--- config.mk ---
export PLATFORM = sky130hd
export DESIGN_NAME = steer_stage_top
export DESIGN_NICKNAME = d
export VERILOG_FILES = /design/src/rtl/steer_pkg.sv /design/src/rtl/pipe_classifier.sv /design/src/rtl/steer.sv /design/src/rtl/issue_stamp.sv /design/src/rtl/issue_reg.sv /design/src/rtl/steer_stage_top.sv
export SDC_FILE = /design/constraint.sdc
export NUM_CORES = 1
export LEC_CHECK = 0
export BUFFER_PORTS_ARGS = -buffer_cell sky130_fd_sc_hd__buf_2
export CAP_MARGIN = 20
export CORE_MARGIN = 1.5
export CORE_UTILIZATION = 55
export CTS_BUF_LIST = sky130_fd_sc_hd__clkbuf_8
export DETAILED_ROUTE_END_ITERATION = 12
export HOLD_SLACK_MARGIN = 0.08
export MAX_ROUTING_LAYER = met4
export PLACE_DENSITY = 0.81
export SLEW_MARGIN = 40
export SYNTH_ARGS = -nofsm -noshare
export SYNTH_HDL_FRONTEND = slang
export SYNTH_HIERARCHICAL = 1
export SYNTH_SLANG_ARGS = --single-unit
--- constraint.sdc ---
create_clock -name clk -period 3.4 [get_ports clk]
set_input_delay 0.17 -clock clk [delete_from_list [all_inputs] [get_ports clk]]
set_output_delay 0.17 -clock clk [all_outputs]
set_load 0.02 [all_outputs]
--- src/rtl/steer_pkg.sv ---
package steer_pkg;

  localparam int inst_width = 32;
  localparam int addr_width = 16;

  // opcode field sits in the top bits.
  localparam int opcode_msb = 31;
  localparam int opcode_lsb = 26;
  localparam int opcode_bits = opcode_msb - opcode_lsb + 1;

  // opcode groups, decoded from the top two opcode bits.
  localparam logic [1:0] grp_reg_alu = 2'b00;  // add, sub, cmp, test.
  localparam logic [1:0] grp_imm_alu = 2'b01;  // addi, subi, cmpi, testi.
  localparam logic [1:0] grp_memory  = 2'b10;  // lw, sw, la, sa.
  localparam logic [1:0] grp_jump    = 2'b11;  // jmp, jo, je.

  // compare and test need the flag logic of pipe a.
  localparam logic [opcode_bits-1:0] op_cmp   = 6'b000110;
  localparam logic [opcode_bits-1:0] op_test  = 6'b000111;
  localparam logic [opcode_bits-1:0] op_cmpi  = 6'b010110;
  localparam logic [opcode_bits-1:0] op_testi = 6'b010111;

  localparam int pipe_bits = 2;

  // pipe a is the branch pipe, pipe b the memory pipe.
  localparam logic [pipe_bits-1:0] pipe_dont_care = 2'd0;
  localparam logic [pipe_bits-1:0] pipe_branch    = 2'd1;
  localparam logic [pipe_bits-1:0] pipe_memory    = 2'd2;

  localparam logic [inst_width-1:0] nop_instruction = '0;

  // one issue slot.
  typedef struct packed {
    logic [inst_width-1:0] instr;
    logic [addr_width-1:0] pc;
  } issue_slot_t;

endpackage

--- src/rtl/pipe_classifier.sv ---
module pipe_classifier (
  input  logic [steer_pkg::inst_width-1:0] instr,
  output logic [steer_pkg::pipe_bits-1:0]  pipe_class
);

  import steer_pkg::*;

  logic [opcode_bits-1:0] opcode;
  logic [1:0]             group;

  assign opcode = instr[opcode_msb:opcode_lsb];
  assign group  = opcode[opcode_bits-1 -: 2];

  always_comb begin
    pipe_class = pipe_dont_care;
    case (group)
      grp_reg_alu: begin
        // all-zero falls here too and stays dont care.
        if (opcode == op_cmp || opcode == op_test) begin
          pipe_class = pipe_branch;
        end else begin
          pipe_class = pipe_dont_care;
        end
      end
      grp_imm_alu: begin
        if (opcode == op_cmpi || opcode == op_testi) begin
          pipe_class = pipe_branch;
        end else begin
          pipe_class = pipe_dont_care;
        end
      end
      grp_memory: begin
        pipe_class = pipe_memory;
      end
      grp_jump: begin
        // every jump form resolves in pipe a.
        pipe_class = pipe_branch;
      end
      default: begin
        pipe_class = pipe_dont_care;
      end
    endcase
  end

endmodule

--- src/rtl/steer.sv ---
module steer (
  input  logic                             clk,
  input  logic                             rst_n,
  input  logic                             stall,
  input  logic [steer_pkg::inst_width-1:0] instr0,
  input  logic [steer_pkg::inst_width-1:0] instr1,
  input  logic [steer_pkg::addr_width-1:0] pc,
  input  logic [steer_pkg::pipe_bits-1:0]  class0,
  input  logic [steer_pkg::pipe_bits-1:0]  class1,
  output steer_pkg::issue_slot_t           next_a,
  output steer_pkg::issue_slot_t           next_b,
  output logic                             steer_stall,
  output logic                             first
);

  import steer_pkg::*;

  localparam issue_slot_t nop_slot = '{instr: nop_instruction, pc: '0};

  logic [addr_width-1:0] pc_second;  // instr1 address.
  issue_slot_t           slot0;
  issue_slot_t           slot1;
  logic                  prev_split;  // last accepted cycle split its pair.

  assign pc_second = pc + 1'b1;

  assign slot0    = '{instr: instr0, pc: pc};
  assign slot1    = '{instr: instr1, pc: pc_second};

  always_comb begin
    next_a      = slot0;
    next_b      = slot1;
    steer_stall = 1'b0;
    first       = 1'b0;

    case ({class0, class1})
      {pipe_branch, pipe_branch}: begin
        // both need pipe a, one per cycle.
        next_b = nop_slot;
        if (!prev_split) begin
          next_a      = slot0;
          steer_stall = 1'b1;
        end else begin
          next_a = slot1;
        end
        first = 1'b0;
      end
      {pipe_memory, pipe_memory}: begin
        // both need pipe b.
        next_a = nop_slot;
        if (!prev_split) begin
          next_b      = slot0;
          steer_stall = 1'b1;
        end else begin
          next_b = slot1;
        end
        first = 1'b1;
      end
      {pipe_memory, pipe_branch}: begin
        next_a = slot1;
        next_b = slot0;
        first  = 1'b1;
      end
      {pipe_memory, pipe_dont_care}: begin
        next_a = slot1;  // alu op moves to pipe a.
        next_b = slot0;
        first  = 1'b1;
      end
      {pipe_dont_care, pipe_branch}: begin
        next_a = slot1;
        next_b = slot0;
        first  = 1'b1;
      end
      default: begin
        // in order.
        next_a = slot0;
        next_b = slot1;
        first  = 1'b0;
      end
    endcase
  end

  // fetch replays the pair after a split, so the flag picks the second half.
  always_ff @(posedge clk or negedge rst_n) begin
    if (!rst_n) begin
      prev_split <= 1'b0;
    end else if (!stall) begin
      prev_split <= steer_stall;
    end
  end

endmodule

--- src/rtl/issue_stamp.sv ---
module issue_stamp #(
  parameter int ts_width = 60
) (
  input  logic                clk,
  input  logic                rst_n,
  input  logic                stall,
  input  logic                first,
  output logic [ts_width+3:0] id_a_next,
  output logic [ts_width+3:0] id_b_next
);

  localparam logic [3:0] tag_pos0 = 4'd1;  // came from fetch position 0.
  localparam logic [3:0] tag_pos1 = 4'd2;

  logic [ts_width-1:0] timestamp;
  logic [3:0]          tag_a;
  logic [3:0]          tag_b;

  // accepted cycles since reset, not counting the current one.
  always_ff @(posedge clk or negedge rst_n) begin
    if (!rst_n) begin
      timestamp <= '0;
    end else if (!stall) begin
      timestamp <= timestamp + 1'b1;
    end
  end

  // tags let later stages put a swapped pair back in program order.
  assign tag_a = first ? tag_pos1 : tag_pos0;
  assign tag_b = first ? tag_pos0 : tag_pos1;

  assign id_a_next = {timestamp, tag_a};
  assign id_b_next = {timestamp, tag_b};

endmodule

--- src/rtl/issue_reg.sv ---
module issue_reg #(
  parameter int ts_width = 60
) (
  input  logic                   clk,
  input  logic                   rst_n,
  input  logic                   stall,
  input  steer_pkg::issue_slot_t next_a,
  input  steer_pkg::issue_slot_t next_b,
  input  logic [ts_width+3:0]    id_a_next,
  input  logic [ts_width+3:0]    id_b_next,
  output steer_pkg::issue_slot_t slot_a,
  output steer_pkg::issue_slot_t slot_b,
  output logic [ts_width+3:0]    id_a,
  output logic [ts_width+3:0]    id_b
);

  import steer_pkg::*;

  // empty slot after reset.
  localparam issue_slot_t reset_slot = '{instr: nop_instruction, pc: '0};

  // pipe a side.
  always_ff @(posedge clk or negedge rst_n) begin
    if (!rst_n) begin
      slot_a <= reset_slot;
      id_a   <= '0;
    end else if (!stall) begin
      slot_a <= next_a;
      id_a   <= id_a_next;
    end
  end

  // pipe b side.
  always_ff @(posedge clk or negedge rst_n) begin
    if (!rst_n) begin
      slot_b <= reset_slot;
      id_b   <= '0;
    end else if (!stall) begin
      slot_b <= next_b;
      id_b   <= id_b_next;
    end
  end

endmodule

--- src/rtl/steer_stage_top.sv ---
module steer_stage_top #(
  parameter int ts_width = 60
) (
  input  logic                             clk,
  input  logic                             rst_n,
  input  logic [steer_pkg::inst_width-1:0] instr0,
  input  logic [steer_pkg::inst_width-1:0] instr1,
  input  logic [steer_pkg::addr_width-1:0] pc,
  input  logic                             stall,
  output logic                             steer_stall,
  output steer_pkg::issue_slot_t           slot_a,
  output steer_pkg::issue_slot_t           slot_b,
  output logic [ts_width+3:0]              id_a,
  output logic [ts_width+3:0]              id_b
);

  import steer_pkg::*;

  logic [pipe_bits-1:0] class0;
  logic [pipe_bits-1:0] class1;
  issue_slot_t          next_a;
  issue_slot_t          next_b;
  logic                 first;  // pair went out swapped.
  logic [ts_width+3:0]  id_a_next;
  logic [ts_width+3:0]  id_b_next;

  // one classifier per fetch position.
  pipe_classifier cls0 (
    .instr      (instr0),
    .pipe_class (class0)
  );

  pipe_classifier cls1 (
    .instr      (instr1),
    .pipe_class (class1)
  );

  steer u_steer (
    .clk         (clk),
    .rst_n       (rst_n),
    .stall       (stall),
    .instr0      (instr0),
    .instr1      (instr1),
    .pc          (pc),
    .class0      (class0),
    .class1      (class1),
    .next_a      (next_a),
    .next_b      (next_b),
    .steer_stall (steer_stall),
    .first       (first)
  );

  issue_stamp #(.ts_width(ts_width)) u_issue_stamp (
    .clk       (clk),
    .rst_n     (rst_n),
    .stall     (stall),
    .first     (first),
    .id_a_next (id_a_next),
    .id_b_next (id_b_next)
  );

  issue_reg #(.ts_width(ts_width)) u_issue_reg (
    .clk       (clk),
    .rst_n     (rst_n),
    .stall     (stall),
    .next_a    (next_a),
    .next_b    (next_b),
    .id_a_next (id_a_next),
    .id_b_next (id_b_next),
    .slot_a    (slot_a),
    .slot_b    (slot_b),
    .id_a      (id_a),
    .id_b      (id_b)
  );

endmodule

==> impl_metrics.xml, run 1 <==
<?xml version="1.0" encoding="UTF-8"?>
<metrics>
  <group name="logic_synthesis">
    <metric name="synth_enable_flop_cells" unit="">0</metric>
    <metric name="synth.most_common_cell" unit="">sky130_fd_sc_hd__dfrtp_1</metric>
    <metric name="synth_common_cells" unit="">sky130_fd_sc_hd__dfrtp_1, sky130_fd_sc_hd__mux2_4, sky130_fd_sc_hd__buf_4</metric>
    <metric name="warnings_from_yosys" unit="">6</metric>
    <metric name="synth_seq_area_share" unit="%">50.91</metric>
    <metric name="post_synthesis_instance_total" unit="">1061</metric>
    <metric name="prevailing_post_synth_register_cell" unit="">sky130_fd_sc_hd__dfrtp_1</metric>
    <metric name="yosys_register_bits" unit="">285</metric>
    <metric name="synth.area.top_cells" unit="">sky130_fd_sc_hd__dfrtp_1, sky130_fd_sc_hd__mux2_4, sky130_fd_sc_hd__mux2_2, sky130_fd_sc_hd__a22o_1, sky130_fd_sc_hd__buf_4</metric>
    <metric name="synth_top_cell_area_share" unit="%">50.91</metric>
    <metric name="async_reset_ff_share" unit="%">100.0</metric>
    <metric name="synth.largest_area_cell" unit="">sky130_fd_sc_hd__dfrtp_1</metric>
    <metric name="syn_area" unit="um^2">14010</metric>
    <metric name="synth_area_per_cell" unit="um^2">13.20</metric>
    <metric name="synth.distinct_cells" unit="">47</metric>
  </group>
  <group name="timing">
    <metric name="timing.clock.skew" unit="ns">0.02484</metric>
    <metric name="fin_crit_sh" unit="%">97.50</metric>
    <metric name="min_period" unit="ns">3.315</metric>
    <metric name="timing.final.hold_violations" unit="">0</metric>
    <metric name="timing_max_transition_violations_final" unit="">0</metric>
    <metric name="finalSetupViolations" unit="">0</metric>
    <metric name="tightestPinTransition" unit="ns">0.8130</metric>
    <metric name="post_route_setup_slack" unit="ns">0.08506</metric>
    <metric name="maxSlewHeadroom" unit="%">45.80</metric>
    <metric name="max_freq" unit="GHz">0.3017</metric>
  </group>
  <group name="routing">
    <metric name="detail_route.vias_per_cell" unit="">5.745</metric>
    <metric name="route.detailed.wl_per_inst" unit="um">20.71</metric>
    <metric name="finalWirelength" unit="mm">37.01</metric>
    <metric name="drt.antenna.violating_nets" unit="">0</metric>
    <metric name="drt_iter0_markers" unit="">715</metric>
    <metric name="via_count" unit="">10270</metric>
    <metric name="firstDrtPassIters" unit="">7</metric>
    <metric name="drt_drc_violations_left" unit="">0</metric>
  </group>
  <group name="worst_setup_path">
    <metric name="worst-endpoint-arrival" unit="ns">3.80</metric>
    <metric name="end_kind" unit="">flip-flop</metric>
    <metric name="critPathMostFrequentCell" unit="">sky130_fd_sc_hd__dlygate4sd3_1</metric>
    <metric name="critical_path.cell_chain" unit="">dlygate4sd3_1 -&gt; buf_2 -&gt; o31ai_2 -&gt; nand4bb_1 -&gt; nor2_1 -&gt; or2_1 -&gt; buf_4 -&gt; a22o_1 -&gt; dlygate4sd3_1 -&gt; mux2_4</metric>
    <metric name="critical_path_required" unit="ns">3.88</metric>
    <metric name="critPathLaunchType" unit="">input port</metric>
    <metric name="slowest_delay" unit="ns">0.58</metric>
    <metric name="critical_path_class" unit="">in2reg</metric>
    <metric name="crit_path_top_delay_cell" unit="">sky130_fd_sc_hd__dlygate4sd3_1</metric>
    <metric name="largest_driver_fanout_on_the_critical_path" unit="">33</metric>
  </group>
  <group name="floorplan">
    <metric name="design.portCount" unit="">308</metric>
    <metric name="area_of_the_die" unit="um^2">26440</metric>
    <metric name="placement_rows" unit="">58</metric>
    <metric name="initial_core_util" unit="%">55.80</metric>
    <metric name="chipHeight" unit="um">162.6</metric>
    <metric name="core_area" unit="um^2">25110</metric>
    <metric name="die_width" unit="um">162.6</metric>
  </group>
  <group name="finish">
    <metric name="layout.nets" unit="">1507</metric>
    <metric name="regArea" unit="um^2">7132</metric>
    <metric name="area_occupied_by_multi_input_gates" unit="um^2">5972</metric>
    <metric name="syn2layout_area_growth" unit="%">23.83</metric>
    <metric name="fillerInstances" unit="">1731</metric>
    <metric name="layout-drive-gt1-share" unit="%">43.33</metric>
    <metric name="final_util" unit="%">69.09</metric>
  </group>
  <group name="global_route">
    <metric name="grt_start_max_net_pins" unit="">114</metric>
    <metric name="globalRoute.totalOverflow" unit="">0</metric>
    <metric name="grt_pass1_vias" unit="">10750</metric>
    <metric name="global_route.usage.total" unit="%">28.39</metric>
    <metric name="grt_first_pass_wirelength" unit="mm">57.99</metric>
    <metric name="grt_antenna_before_repair" unit="">3</metric>
  </group>
  <group name="pwr">
    <metric name="irDropWorstVdd" unit="uV">368.3</metric>
    <metric name="power.share.sequential" unit="%">44.7</metric>
    <metric name="switching_share" unit="%">30.05</metric>
    <metric name="clock_power_share" unit="%">34.6</metric>
    <metric name="comb_power_share" unit="%">20.7</metric>
    <metric name="p_per_area" unit="nW/um^2">512.2</metric>
    <metric name="total_switching_power" unit="mW">2.670</metric>
    <metric name="p_int" unit="mW">6.216</metric>
    <metric name="cellLeakagePower" unit="nW">8.986</metric>
  </group>
  <group name="clock_network">
    <metric name="tritoncts_buffers" unit="">47</metric>
    <metric name="clockRootBuffer" unit="">sky130_fd_sc_hd__clkbuf_8</metric>
    <metric name="tritoncts_num_sinks" unit="">285</metric>
    <metric name="tritoncts" unit="">built</metric>
    <metric name="cts.repair.resized" unit="">0</metric>
    <metric name="worstSkewPairLatency" unit="ns">0.55</metric>
    <metric name="cts_max_level" unit="">2</metric>
    <metric name="clock_edge_transition_at_the_registers_on_the_reported_setup_and_hold_paths" unit="ns">0.06</metric>
    <metric name="ctsLongestPathBuffers" unit="">3</metric>
  </group>
  <group name="placement">
    <metric name="gp_routability_congestion" unit="">0.8754</metric>
    <metric name="post_dp_hpwl" unit="mm">22.26</metric>
    <metric name="port_buffers" unit="">307</metric>
    <metric name="placement.setup.worst_slack" unit="ns">0.5986</metric>
  </group>
  <group name="hold_path">
    <metric name="hp-class" unit="">in2reg</metric>
  </group>
  <group name="status">
    <metric name="run_status" unit="">finished, final reports clean</metric>
  </group>
  <group name="run">
    <metric name="max_cap_viol_count" unit="">0</metric>
  </group>
</metrics>
## area by class of cell
class	instances	area share, %
antenna	3	0.04327
clock buffer	58	4.602
clock inverter	23	0.9304
inverter	6	0.1298
multi-input combinational	648	34.42
sequential	285	41.11
tap	330	2.380
timing repair buffer	434	16.38
## metrics by stage
step                hold slack (ns)  cell area [um^2]  setup TNS (ns)  total power [mW]  std cells
CTS                         0.08332             17270               0             8.859       1779
global placement             0.2579             15240               0             5.595       1591
detailed placement           0.2748             15240               0             5.647       1591
finish                       0.1209             17350               0             8.886       1787
global route                 0.1040             17350        -0.03946             9.242       1787
floorplan                   -0.1256             14020               0             5.078       1064
## registers in the layout, indices dropped and copies added, names as in the netlist
signal                   cells
u_issue_reg/id_a            64
u_issue_reg/id_b            64
u_issue_stamp/timestamp     60
u_issue_reg/slot_a          48
u_issue_reg/slot_b          48
u_steer/prev_split           1
## layout by cell type (no fill, tap or decap), types with 5 or more instances in the layout
cell type,n
sky130_fd_sc_hd__dlygate4sd3_1,108
sky130_fd_sc_hd__mux2_4,160
sky130_fd_sc_hd__a21oi_1,25
sky130_fd_sc_hd__nand4_1,36
sky130_fd_sc_hd__nor3_1,13
sky130_fd_sc_hd__mux2_2,66
sky130_fd_sc_hd__nand3_1,16
sky130_fd_sc_hd__clkbuf_8,58
sky130_fd_sc_hd__nor4_1,8
sky130_fd_sc_hd__or3_1,6
sky130_fd_sc_hd__nand2_1,60
sky130_fd_sc_hd__dfrtp_1,285
sky130_fd_sc_hd__a31oi_1,34
sky130_fd_sc_hd__inv_1,23
sky130_fd_sc_hd__xor2_1,25
sky130_fd_sc_hd__and2_1,5
sky130_fd_sc_hd__buf_4,14
sky130_fd_sc_hd__buf_2,305
sky130_fd_sc_hd__nor2_1,28
sky130_fd_sc_hd__and4_1,10
sky130_fd_sc_hd__xnor2_1,34
sky130_fd_sc_hd__and3_1,15
sky130_fd_sc_hd__a22o_1,67
## logic make-up (layout without fill, tap and decap cells)
group,count (synthesis),in the layout,synth area share (%)
flops,285,285,50.91
compound gates,137,137,7.350
other cells,1,7,0.02677
buf+inv,131,521,6.743
mux,228,228,22.60
xor+xnor,59,59,3.689
fa+ha+maj,2,2,0.1786
simple gates,218,218,8.511
## per-layer routing
layer | share of wire [%] | GRT usage, %
met1 | 40 | 35.45
met2 | 48 | 44.60
met3 | 6.3 | 4.711
met4 | 5.6 | 15.01
met5 | 0 | -
## power groups by stage
stage / Clock [mW] / Combinational (mW) / Sequential, mW
after CTS: 3.13 / 1.78 / 3.95
after detailed placement: 0 / 1.65 / 4.00
after global routing: 3.30 / 1.94 / 4.00
final: 3.08 / 1.84 / 3.97
after global placement: 0 / 1.61 / 3.98
after floorplan: 0 / 0.804 / 4.27
## worst max-delay path: cells and delay by family
family,cells,cell delay (ns)
buf+inv,4,1.68
simple gates,3,0.94
compound gates,2,0.82
mux,1,0.16
## final timing paths
path	to	slack, ns	depth (start not counted)	from
worst min-delay path	u_issue_reg/slot_b[4]$_DFFE_PN0N_	0.12	3	pc[4]
worst min register to register	u_issue_stamp/timestamp[59]$_DFFE_PN0N_	0.49	1	u_issue_stamp/timestamp[59]$_DFFE_PN0N_
max in group asynchronous	u_issue_reg/id_b[62]$_DFFE_PN0N_	1.75	5	rst_n
worst max register to register	u_issue_stamp/timestamp[56]$_DFFE_PN0N_	0.88	6	u_issue_stamp/timestamp[0]$_DFFE_PN0N_
worst max-delay path	u_issue_reg/slot_a[18]$_DFFE_PN0N_	0.09	10	instr1[31]
min in group asynchronous	u_issue_reg/slot_a[10]$_DFFE_PN0N_	0.60	3	rst_n
## repair_timing
item | CTS | global route
buffers inserted | 0 | 2
endpoints found under the setup margin | 0 | 12
hold buffers | 107 | 1
endpoints found under the hold margin | 200 | 28
Note: power is estimated with default switching activity, not from simulation.
==> run 2: changes to the inputs <==
Settings changed: CORE_ASPECT_RATIO set to 0.8, RECOVER_POWER set to 25, SKIP_LAST_GASP set to 1.
==> impl_metrics.xml, run 2 (synthesized netlist as in run 1, its figures left out) <==
<?xml version="1.0" encoding="UTF-8"?>
<metrics>
  <group name="status">
    <metric name="run_status" unit="">complete, but fails checks</metric>
    <metric name="violations" unit="">max-capacitance violations, max-slew violations</metric>
  </group>
  <group name="worst_setup_path">
    <metric name="critical_path_class" unit="">in2reg</metric>
    <metric name="critPathLaunchType" unit="">input port</metric>
    <metric name="worst-endpoint-arrival" unit="ns">3.83</metric>
    <metric name="largest_driver_fanout_on_the_critical_path" unit="">33</metric>
    <metric name="end_kind" unit="">flip-flop</metric>
    <metric name="critical_path_required" unit="ns">3.85</metric>
  </group>
  <group name="timing">
    <metric name="min_period" unit="ns">3.386</metric>
    <metric name="finalSetupViolations" unit="">0</metric>
    <metric name="timing_max_transition_violations_final" unit="">89</metric>
    <metric name="rsz0062_at_grt" unit="">false</metric>
    <metric name="max_freq" unit="GHz">0.2953</metric>
    <metric name="setup_tns" unit="ns">0</metric>
    <metric name="fin_crit_sh" unit="%">99.60</metric>
    <metric name="timing.clock.skew" unit="ns">0.01519</metric>
    <metric name="post_route_setup_slack" unit="ns">0.01361</metric>
    <metric name="maxSlewHeadroom" unit="%">-54.34</metric>
    <metric name="tightestPinTransition" unit="ns">2.315</metric>
    <metric name="timing.final.hold_violations" unit="">0</metric>
  </group>
  <group name="routing">
    <metric name="firstDrtPassIters" unit="">8</metric>
    <metric name="finalWirelength" unit="mm">37.01</metric>
    <metric name="drt_drc_violations_left" unit="">0</metric>
    <metric name="route.detailed.wl_per_inst" unit="um">20.77</metric>
    <metric name="via_count" unit="">10380</metric>
    <metric name="drt_iter0_markers" unit="">827</metric>
    <metric name="drt.antenna.violating_nets" unit="">0</metric>
    <metric name="detail_route.vias_per_cell" unit="">5.822</metric>
  </group>
  <group name="placement">
    <metric name="port_buffers" unit="">307</metric>
    <metric name="place.detailed.instances" unit="">1588</metric>
    <metric name="dpl_cell_area" unit="um^2">15260</metric>
    <metric name="gp_routability_congestion" unit="">0.8451</metric>
    <metric name="post_dp_hpwl" unit="mm">22.29</metric>
    <metric name="placement.setup.worst_slack" unit="ns">0.5418</metric>
  </group>
  <group name="clock_network">
    <metric name="tritoncts_buffers" unit="">46</metric>
    <metric name="worstSkewPairLatency" unit="ns">0.55</metric>
    <metric name="clock_edge_transition_at_the_registers_on_the_reported_setup_and_hold_paths" unit="ns">0.07</metric>
    <metric name="tritoncts" unit="">built</metric>
    <metric name="cts_max_level" unit="">2</metric>
    <metric name="postCtsSetupRepairBufs" unit="">0</metric>
    <metric name="clockRootBuffer" unit="">sky130_fd_sc_hd__clkbuf_8</metric>
    <metric name="ctsLongestPathBuffers" unit="">3</metric>
    <metric name="tritoncts_num_sinks" unit="">285</metric>
  </group>
  <group name="global_route">
    <metric name="grt_pass1_vias" unit="">10530</metric>
    <metric name="grt_first_pass_wirelength" unit="mm">58.26</metric>
    <metric name="global_route.usage.total" unit="%">28.48</metric>
    <metric name="globalRoute.totalOverflow" unit="">0</metric>
    <metric name="grt_start_max_net_pins" unit="">100</metric>
    <metric name="grt_antenna_before_repair" unit="">0</metric>
  </group>
  <group name="pwr">
    <metric name="p_per_area" unit="nW/um^2">506.0</metric>
    <metric name="cellLeakagePower" unit="nW">8.951</metric>
    <metric name="irDropWorstVdd" unit="uV">408.7</metric>
  </group>
  <group name="floorplan">
    <metric name="die_width" unit="um">181.4</metric>
    <metric name="design.portCount" unit="">308</metric>
    <metric name="initial_core_util" unit="%">55.64</metric>
    <metric name="chipHeight" unit="um">145.8</metric>
    <metric name="area_of_the_die" unit="um^2">26440</metric>
    <metric name="placement_rows" unit="">52</metric>
    <metric name="core_area" unit="um^2">25180</metric>
  </group>
  <group name="finish">
    <metric name="layoutNonFillerInstCount" unit="">1782</metric>
    <metric name="mostFrequentLayoutCells" unit="">sky130_fd_sc_hd__buf_2, sky130_fd_sc_hd__dfrtp_1, sky130_fd_sc_hd__mux2_4, sky130_fd_sc_hd__dlygate4sd3_1, sky130_fd_sc_hd__a22o_1</metric>
    <metric name="syn2layout_area_growth" unit="%">23.47</metric>
    <metric name="layout-drive-gt1-share" unit="%">42.94</metric>
    <metric name="layout.cells.most_common" unit="">sky130_fd_sc_hd__buf_2</metric>
    <metric name="layout.nets" unit="">1509</metric>
    <metric name="design_area" unit="um^2">17300</metric>
    <metric name="reg_top3" unit="">u_issue_reg/id_a x64, u_issue_reg/id_b x64, u_issue_stamp/timestamp x60</metric>
    <metric name="num_antenna_cells" unit="">0</metric>
  </group>
  <group name="hold_path">
    <metric name="hp-class" unit="">in2reg</metric>
  </group>
  <group name="run">
    <metric name="max_cap_viol_count" unit="">1</metric>
  </group>
</metrics>
## run 2: cell count changes in the layout (fill, tap and decap cells not counted), moves of 3 or more
| cell | previous run | this run |
|---|---|---|
| sky130_fd_sc_hd__diode_2 | 3 | 0 |
| sky130_fd_sc_hd__mux2_1 | 0 | 6 |
| sky130_fd_sc_hd__clkbuf_2 | 0 | 3 |
| sky130_fd_sc_hd__clkbuf_8 | 58 | 62 |
| sky130_fd_sc_hd__mux2_4 | 160 | 154 |
## run 2: worst paths after layout
path	from	endpoint	depth (start not counted)	slack, ns
worst min register to register	u_issue_reg/id_b[61]$_DFFE_PN0N_	u_issue_reg/id_b[61]$_DFFE_PN0N_	1	0.50
worst max register to register	u_steer/prev_split$_DFFE_PN0N_	u_issue_reg/slot_b[30]$_DFFE_PN0N_	6	0.53
worst min-delay path	pc[5]	u_issue_reg/slot_a[5]$_DFFE_PN0N_	3	0.11
min in group asynchronous	rst_n	u_issue_reg/slot_a[24]$_DFFE_PN0N_	2	0.81
max in group asynchronous	rst_n	u_issue_reg/id_a[0]$_DFFE_PN0N_	3	0.84
worst max-delay path	instr1[31]	u_issue_reg/slot_a[24]$_DFFE_PN0N_	11	0.01
## run 2: report_power, final
group          internal [mW]  total [mW]  leakage [nW]  switching [mW]
sequential              3.70        3.95          3.74           0.252
combinational          0.819        1.82          4.68            1.00
clock                   1.60        2.98         0.538            1.38
## run 2: final cells by class
type / instances / area [um^2]
tap: 324 / 405.4
fill: 1675 / 7881
clock buffer: 61 / 839.6
multi-input combinational: 649 / 5977
timing repair buffer: 436 / 2825
sequential: 285 / 7132
clock inverter: 21 / 96.34
inverter: 6 / 22.52
## run 2: metal layers
layer | routed length [um] | global-route usage (%) | vias to the layer above
li1 | - | - | 4521
met1 | 15360 | 37.12 | 5128
met2 | 17070 | 42.63 | 567
met3 | 2870 | 6.306 | 159
met4 | 1706 | 13.21 | 0
met5 | 0 | - | -
## run 2: repair_timing
| action | CTS | global route |
|---|---|---|
| endpoints found under the setup margin | 0 | 5 |
| resized for setup | 0 | 2 |
| hold endpoints to repair | 172 | 0 |
| hold buffers | 110 | 0 |
## run 2: critical path, cell delays in order
cell	delay [ns]
sky130_fd_sc_hd__dlygate4sd3_1	0.55
sky130_fd_sc_hd__buf_2	0.17
sky130_fd_sc_hd__nand2_1	0.12
sky130_fd_sc_hd__o31ai_4	0.15
sky130_fd_sc_hd__a22oi_1	0.57
sky130_fd_sc_hd__o21ai_1	0.35
sky130_fd_sc_hd__or2_1	0.30
sky130_fd_sc_hd__buf_4	0.26
sky130_fd_sc_hd__a22o_1	0.31
sky130_fd_sc_hd__dlygate4sd3_1	0.57
sky130_fd_sc_hd__mux2_4	0.27
## run 2: metrics by stage
step | hold slack (ns) | util [%] | total power, mW
3_5_place_dp | 0.2352 | 60.59 | 5.629
6_report | 0.1127 | 68.70 | 8.753
2_1_floorplan | -0.1256 | - | 5.078
3_3_place_gp | 0.2407 | 60.59 | 5.582
5_1_grt | 0.1280 | 68.70 | 9.112
4_1_cts | 0.08001 | 68.68 | 8.743
==> run 3: changes to the inputs <==
Settings changed: ABC_AREA set to 1, PLACE_DENSITY 0.81 to 0.8.
==> impl_metrics.xml, run 3 <==
<?xml version="1.0" encoding="UTF-8"?>
<metrics>
  <group name="global_route">
    <metric name="globalRoute.totalOverflow" unit="">0</metric>
    <metric name="grt_pass1_vias" unit="">14910</metric>
    <metric name="grt_start_max_net_pins" unit="">126</metric>
    <metric name="grt_first_pass_wirelength" unit="mm">75.37</metric>
    <metric name="grt_antenna_before_repair" unit="">2</metric>
    <metric name="global_route.usage.total" unit="%">32.96</metric>
  </group>
  <group name="routing">
    <metric name="drt_iter0_markers" unit="">1765</metric>
    <metric name="finalWirelength" unit="mm">46.38</metric>
    <metric name="drt.antenna.violating_nets" unit="">0</metric>
    <metric name="drt_drc_violations_left" unit="">0</metric>
    <metric name="route.detailed.wl_per_inst" unit="um">16.64</metric>
    <metric name="detail_route.vias_per_cell" unit="">5.459</metric>
    <metric name="firstDrtPassIters" unit="">6</metric>
    <metric name="via_count" unit="">15220</metric>
  </group>
  <group name="worst_setup_path">
    <metric name="worst-endpoint-arrival" unit="ns">3.58</metric>
    <metric name="critical_path_required" unit="ns">3.88</metric>
    <metric name="slowest_delay" unit="ns">0.68</metric>
    <metric name="reg2reg_setup_slack" unit="ns">0.92</metric>
    <metric name="critPathBufInv" unit="">5</metric>
    <metric name="end_kind" unit="">flip-flop</metric>
    <metric name="largest_driver_fanout_on_the_critical_path" unit="">24</metric>
    <metric name="critical_path.reg2reg.endpoint" unit="">u_issue_reg/slot_a[23]$_DFFE_PN0N_</metric>
    <metric name="worst_r2r_path_depth" unit="">7</metric>
    <metric name="crit_path_top_delay_cell" unit="">sky130_fd_sc_hd__inv_1</metric>
    <metric name="critical_path.cell_chain" unit="">dlygate4sd3_1 -&gt; buf_2 -&gt; nor2_2 -&gt; a21oi_1 -&gt; nor2_1 -&gt; o21ai_4 -&gt; inv_1 -&gt; buf_4 -&gt; nand2_1 -&gt; o221ai_1 -&gt; dlygate4sd3_1 -&gt; nand2_1 -&gt; nand2_1</metric>
    <metric name="critPathLaunchType" unit="">input port</metric>
    <metric name="critical_path_class" unit="">in2reg</metric>
    <metric name="critPathMostFrequentCell" unit="">sky130_fd_sc_hd__nand2_1</metric>
    <metric name="worst_r2r_startpoint" unit="">u_steer/prev_split$_DFFE_PN0N_</metric>
    <metric name="cp_top_family" unit="">buffers and inverters</metric>
  </group>
  <group name="clock_network">
    <metric name="ctsLongestPathBuffers" unit="">3</metric>
    <metric name="clockRootBuffer" unit="">sky130_fd_sc_hd__clkbuf_8</metric>
    <metric name="tritoncts" unit="">built</metric>
    <metric name="worstSkewPairLatency" unit="ns">0.57</metric>
    <metric name="clock_edge_transition_at_the_registers_on_the_reported_setup_and_hold_paths" unit="ns">0.07</metric>
    <metric name="cts_max_level" unit="">2</metric>
    <metric name="cts.repair.resized" unit="">0</metric>
    <metric name="tritoncts_num_sinks" unit="">285</metric>
    <metric name="tritoncts_buffers" unit="">46</metric>
  </group>
  <group name="finish">
    <metric name="reg_top3" unit="">u_issue_reg/id_a x64, u_issue_reg/id_b x64, u_issue_stamp/timestamp x60</metric>
    <metric name="mostFrequentLayoutCells" unit="">sky130_fd_sc_hd__nand2_1, sky130_fd_sc_hd__buf_2, sky130_fd_sc_hd__dfrtp_1, sky130_fd_sc_hd__inv_1, sky130_fd_sc_hd__nor2_1</metric>
    <metric name="syn2layout_area_growth" unit="%">20.41</metric>
    <metric name="fillerInstances" unit="">2277</metric>
    <metric name="layout.nets" unit="">2476</metric>
    <metric name="final_util" unit="%">67.59</metric>
    <metric name="layout-drive-gt1-share" unit="%">17.30</metric>
    <metric name="layout.cells.most_common" unit="">sky130_fd_sc_hd__nand2_1</metric>
  </group>
  <group name="timing">
    <metric name="rsz0062_at_grt" unit="">false</metric>
    <metric name="max_freq" unit="GHz">0.3228</metric>
    <metric name="tightestPinTransition" unit="ns">2.052</metric>
    <metric name="post_route_setup_slack" unit="ns">0.3017</metric>
    <metric name="fin_crit_sh" unit="%">91.13</metric>
    <metric name="timing.final.hold_violations" unit="">0</metric>
    <metric name="finalSetupViolations" unit="">0</metric>
    <metric name="min_period" unit="ns">3.098</metric>
    <metric name="timing.clock.skew" unit="ns">0.03088</metric>
    <metric name="maxSlewHeadroom" unit="%">-36.77</metric>
    <metric name="timing_max_transition_violations_final" unit="">115</metric>
    <metric name="setup_tns" unit="ns">0</metric>
  </group>
  <group name="hold_path">
    <metric name="min_to" unit="">u_issue_reg/slot_a[22]$_DFFE_PN0N_</metric>
    <metric name="hold_path_startpoint" unit="">instr1[6]</metric>
    <metric name="hp-class" unit="">in2reg</metric>
    <metric name="hold-path-cell-count" unit="">5</metric>
  </group>
  <group name="logic_synthesis">
    <metric name="prevailing_post_synth_register_cell" unit="">sky130_fd_sc_hd__dfrtp_1</metric>
    <metric name="synthAdderAreaFrac" unit="%">0.1633</metric>
    <metric name="async_reset_ff_share" unit="%">100.0</metric>
    <metric name="post_synthesis_instance_total" unit="">2070</metric>
    <metric name="synth_common_cells" unit="">sky130_fd_sc_hd__nand2_1, sky130_fd_sc_hd__dfrtp_1, sky130_fd_sc_hd__inv_1</metric>
    <metric name="synth.distinct_cells" unit="">40</metric>
    <metric name="synth.area.top_cells" unit="">sky130_fd_sc_hd__dfrtp_1, sky130_fd_sc_hd__nand2_1, sky130_fd_sc_hd__o221ai_1, sky130_fd_sc_hd__buf_4, sky130_fd_sc_hd__inv_1</metric>
    <metric name="yosys_register_bits" unit="">285</metric>
    <metric name="synth_seq_area_share" unit="%">46.55</metric>
    <metric name="synth.most_common_cell" unit="">sky130_fd_sc_hd__nand2_1</metric>
    <metric name="syn_area" unit="um^2">15320</metric>
    <metric name="synth_compound_area_share" unit="%">5.773</metric>
    <metric name="warnings_from_yosys" unit="">6</metric>
    <metric name="synthSimpleGateAreaFrac" unit="%">34.53</metric>
    <metric name="synth.largest_area_cell" unit="">sky130_fd_sc_hd__dfrtp_1</metric>
    <metric name="synth_top_cell_area_share" unit="%">46.55</metric>
    <metric name="synth-xor-area-share" unit="%">2.572</metric>
    <metric name="synth_mux_area_share" unit="%">0</metric>
    <metric name="synth_area_per_cell" unit="um^2">7.402</metric>
    <metric name="synth_top_family_by_area" unit="">simple AND/OR/NAND/NOR gates</metric>
    <metric name="synth_enable_flop_cells" unit="">0</metric>
  </group>
  <group name="floorplan">
    <metric name="die_width" unit="um">189.6</metric>
    <metric name="placement_rows" unit="">54</metric>
    <metric name="area_of_the_die" unit="um^2">28870</metric>
    <metric name="design.portCount" unit="">308</metric>
    <metric name="initial_core_util" unit="%">56.13</metric>
    <metric name="core_area" unit="um^2">27300</metric>
    <metric name="chipHeight" unit="um">152.3</metric>
  </group>
  <group name="pwr">
    <metric name="cellLeakagePower" unit="nW">10.34</metric>
    <metric name="p_per_area" unit="nW/um^2">475.5</metric>
    <metric name="irDropWorstVdd" unit="uV">407.3</metric>
  </group>
  <group name="placement">
    <metric name="gp_routability_congestion" unit="">0.9155</metric>
    <metric name="placement.setup.worst_slack" unit="ns">1.012</metric>
    <metric name="port_buffers" unit="">307</metric>
    <metric name="post_dp_hpwl" unit="mm">29.29</metric>
  </group>
  <group name="run">
    <metric name="max_cap_viol_count" unit="">2</metric>
  </group>
  <group name="status">
    <metric name="run_status" unit="">complete, but fails checks</metric>
    <metric name="violations" unit="">max-capacitance violations, max-slew violations</metric>
  </group>
</metrics>
[run 3: cell count changes after synthesis, sizes merged, moves of 15 or more]
cell,before,now
nand2,60,1068
mux2,226,0
inv,6,137
nor2,30,126
a22o,67,0
o221ai,1,68
nand3,16,81
o21ai,3,42
a31oi,34,0
buf,112,141
nand4,36,18
a21oi,25,9
and3,15,0
[run 3: cells by family after synthesis]
| family | after synthesis |
|---|---|
| compound gates | 123 |
| xor+xnor | 45 |
| fa+ha+maj | 2 |
| buf+inv | 297 |
| flops | 285 |
| other cells | 1 |
| simple gates | 1317 |
[run 3: worst register-to-register path, delay by kind of cell (launching register included)]
family                 cells  cell delay, ns
buffers and inverters      2            1.25
and+or+nand+nor            3            0.39
AOI/OAI and AO/OA          2            0.39
DFF                        1            0.35
[run 3: metal layers]
metal | up-vias | track usage (%) | share of wire, %
li1 | 7057 | - | -
met1 | 7100 | 45.11 | 43
met2 | 868 | 47.65 | 43
met3 | 195 | 6.679 | 9.9
met4 | 0 | 14.02 | 4.1
met5 | - | - | 0
[run 3: cell type report]
class                      count  area, um^2  share of cell area (%)
antenna                        2       5.005                 0.02713
clock buffer                  58       798.3                   4.327
clock inverter                21       146.4                  0.7934
inverter                     139       529.3                   2.869
multi-input combinational   1491        6618                   35.87
sequential                   285        7133                   38.66
tap                          364       455.4                   2.468
timing repair buffer         428        2765                   14.99
[run 3: repair_timing]
action                                 in CTS  in global routing
setup endpoints to repair                   0                  0
buffers inserted                            0                  0
hold buffers                              104                  0
endpoints found under the hold margin     183                  0
[run 3: worst max path at each step]
| stage | start | endpoint | cells past startpoint |
|---|---|---|---|
| 4_1_cts | instr0[30] | u_issue_reg/slot_b[40]$_DFFE_PN0N_ | 13 |
| 5_1_grt | instr0[30] | u_issue_reg/slot_b[43]$_DFFE_PN0N_ | 13 |
| 2_1_floorplan | u_issue_stamp/timestamp[0]$_DFFE_PN0N_ | u_issue_stamp/timestamp[50]$_DFFE_PN0N_ | 8 |
| 3_5_place_dp | instr0[31] | u_issue_reg/slot_a[12]$_DFFE_PN0N_ | 14 |
| 3_3_place_gp | instr0[31] | u_issue_reg/slot_a[11]$_DFFE_PN0N_ | 14 |
| 6_report | instr0[30] | u_issue_reg/slot_b[43]$_DFFE_PN0N_ | 13 |
[run 3: per-stage QoR]
step	hold WS, ns	power, mW	instance area [um^2]	std cells
5_1_grt	0.1385	9.180	18450	2788
4_1_cts	0.08157	8.766	18430	2785
6_report	0.1082	8.773	18450	2788
3_3_place_gp	0.2670	5.493	16440	2602
2_1_floorplan	-0.1256	5.007	15330	2073
3_5_place_dp	0.2744	5.547	16440	2602
[run 3: power by group]
group / internal (mW) / total (mW) / switching, mW
logic: 0.621 / 1.80 / 1.18
clock network: 1.68 / 3.07 / 1.39
registers: 3.67 / 3.90 / 0.230
total: 5.97 / 8.77 / 2.80
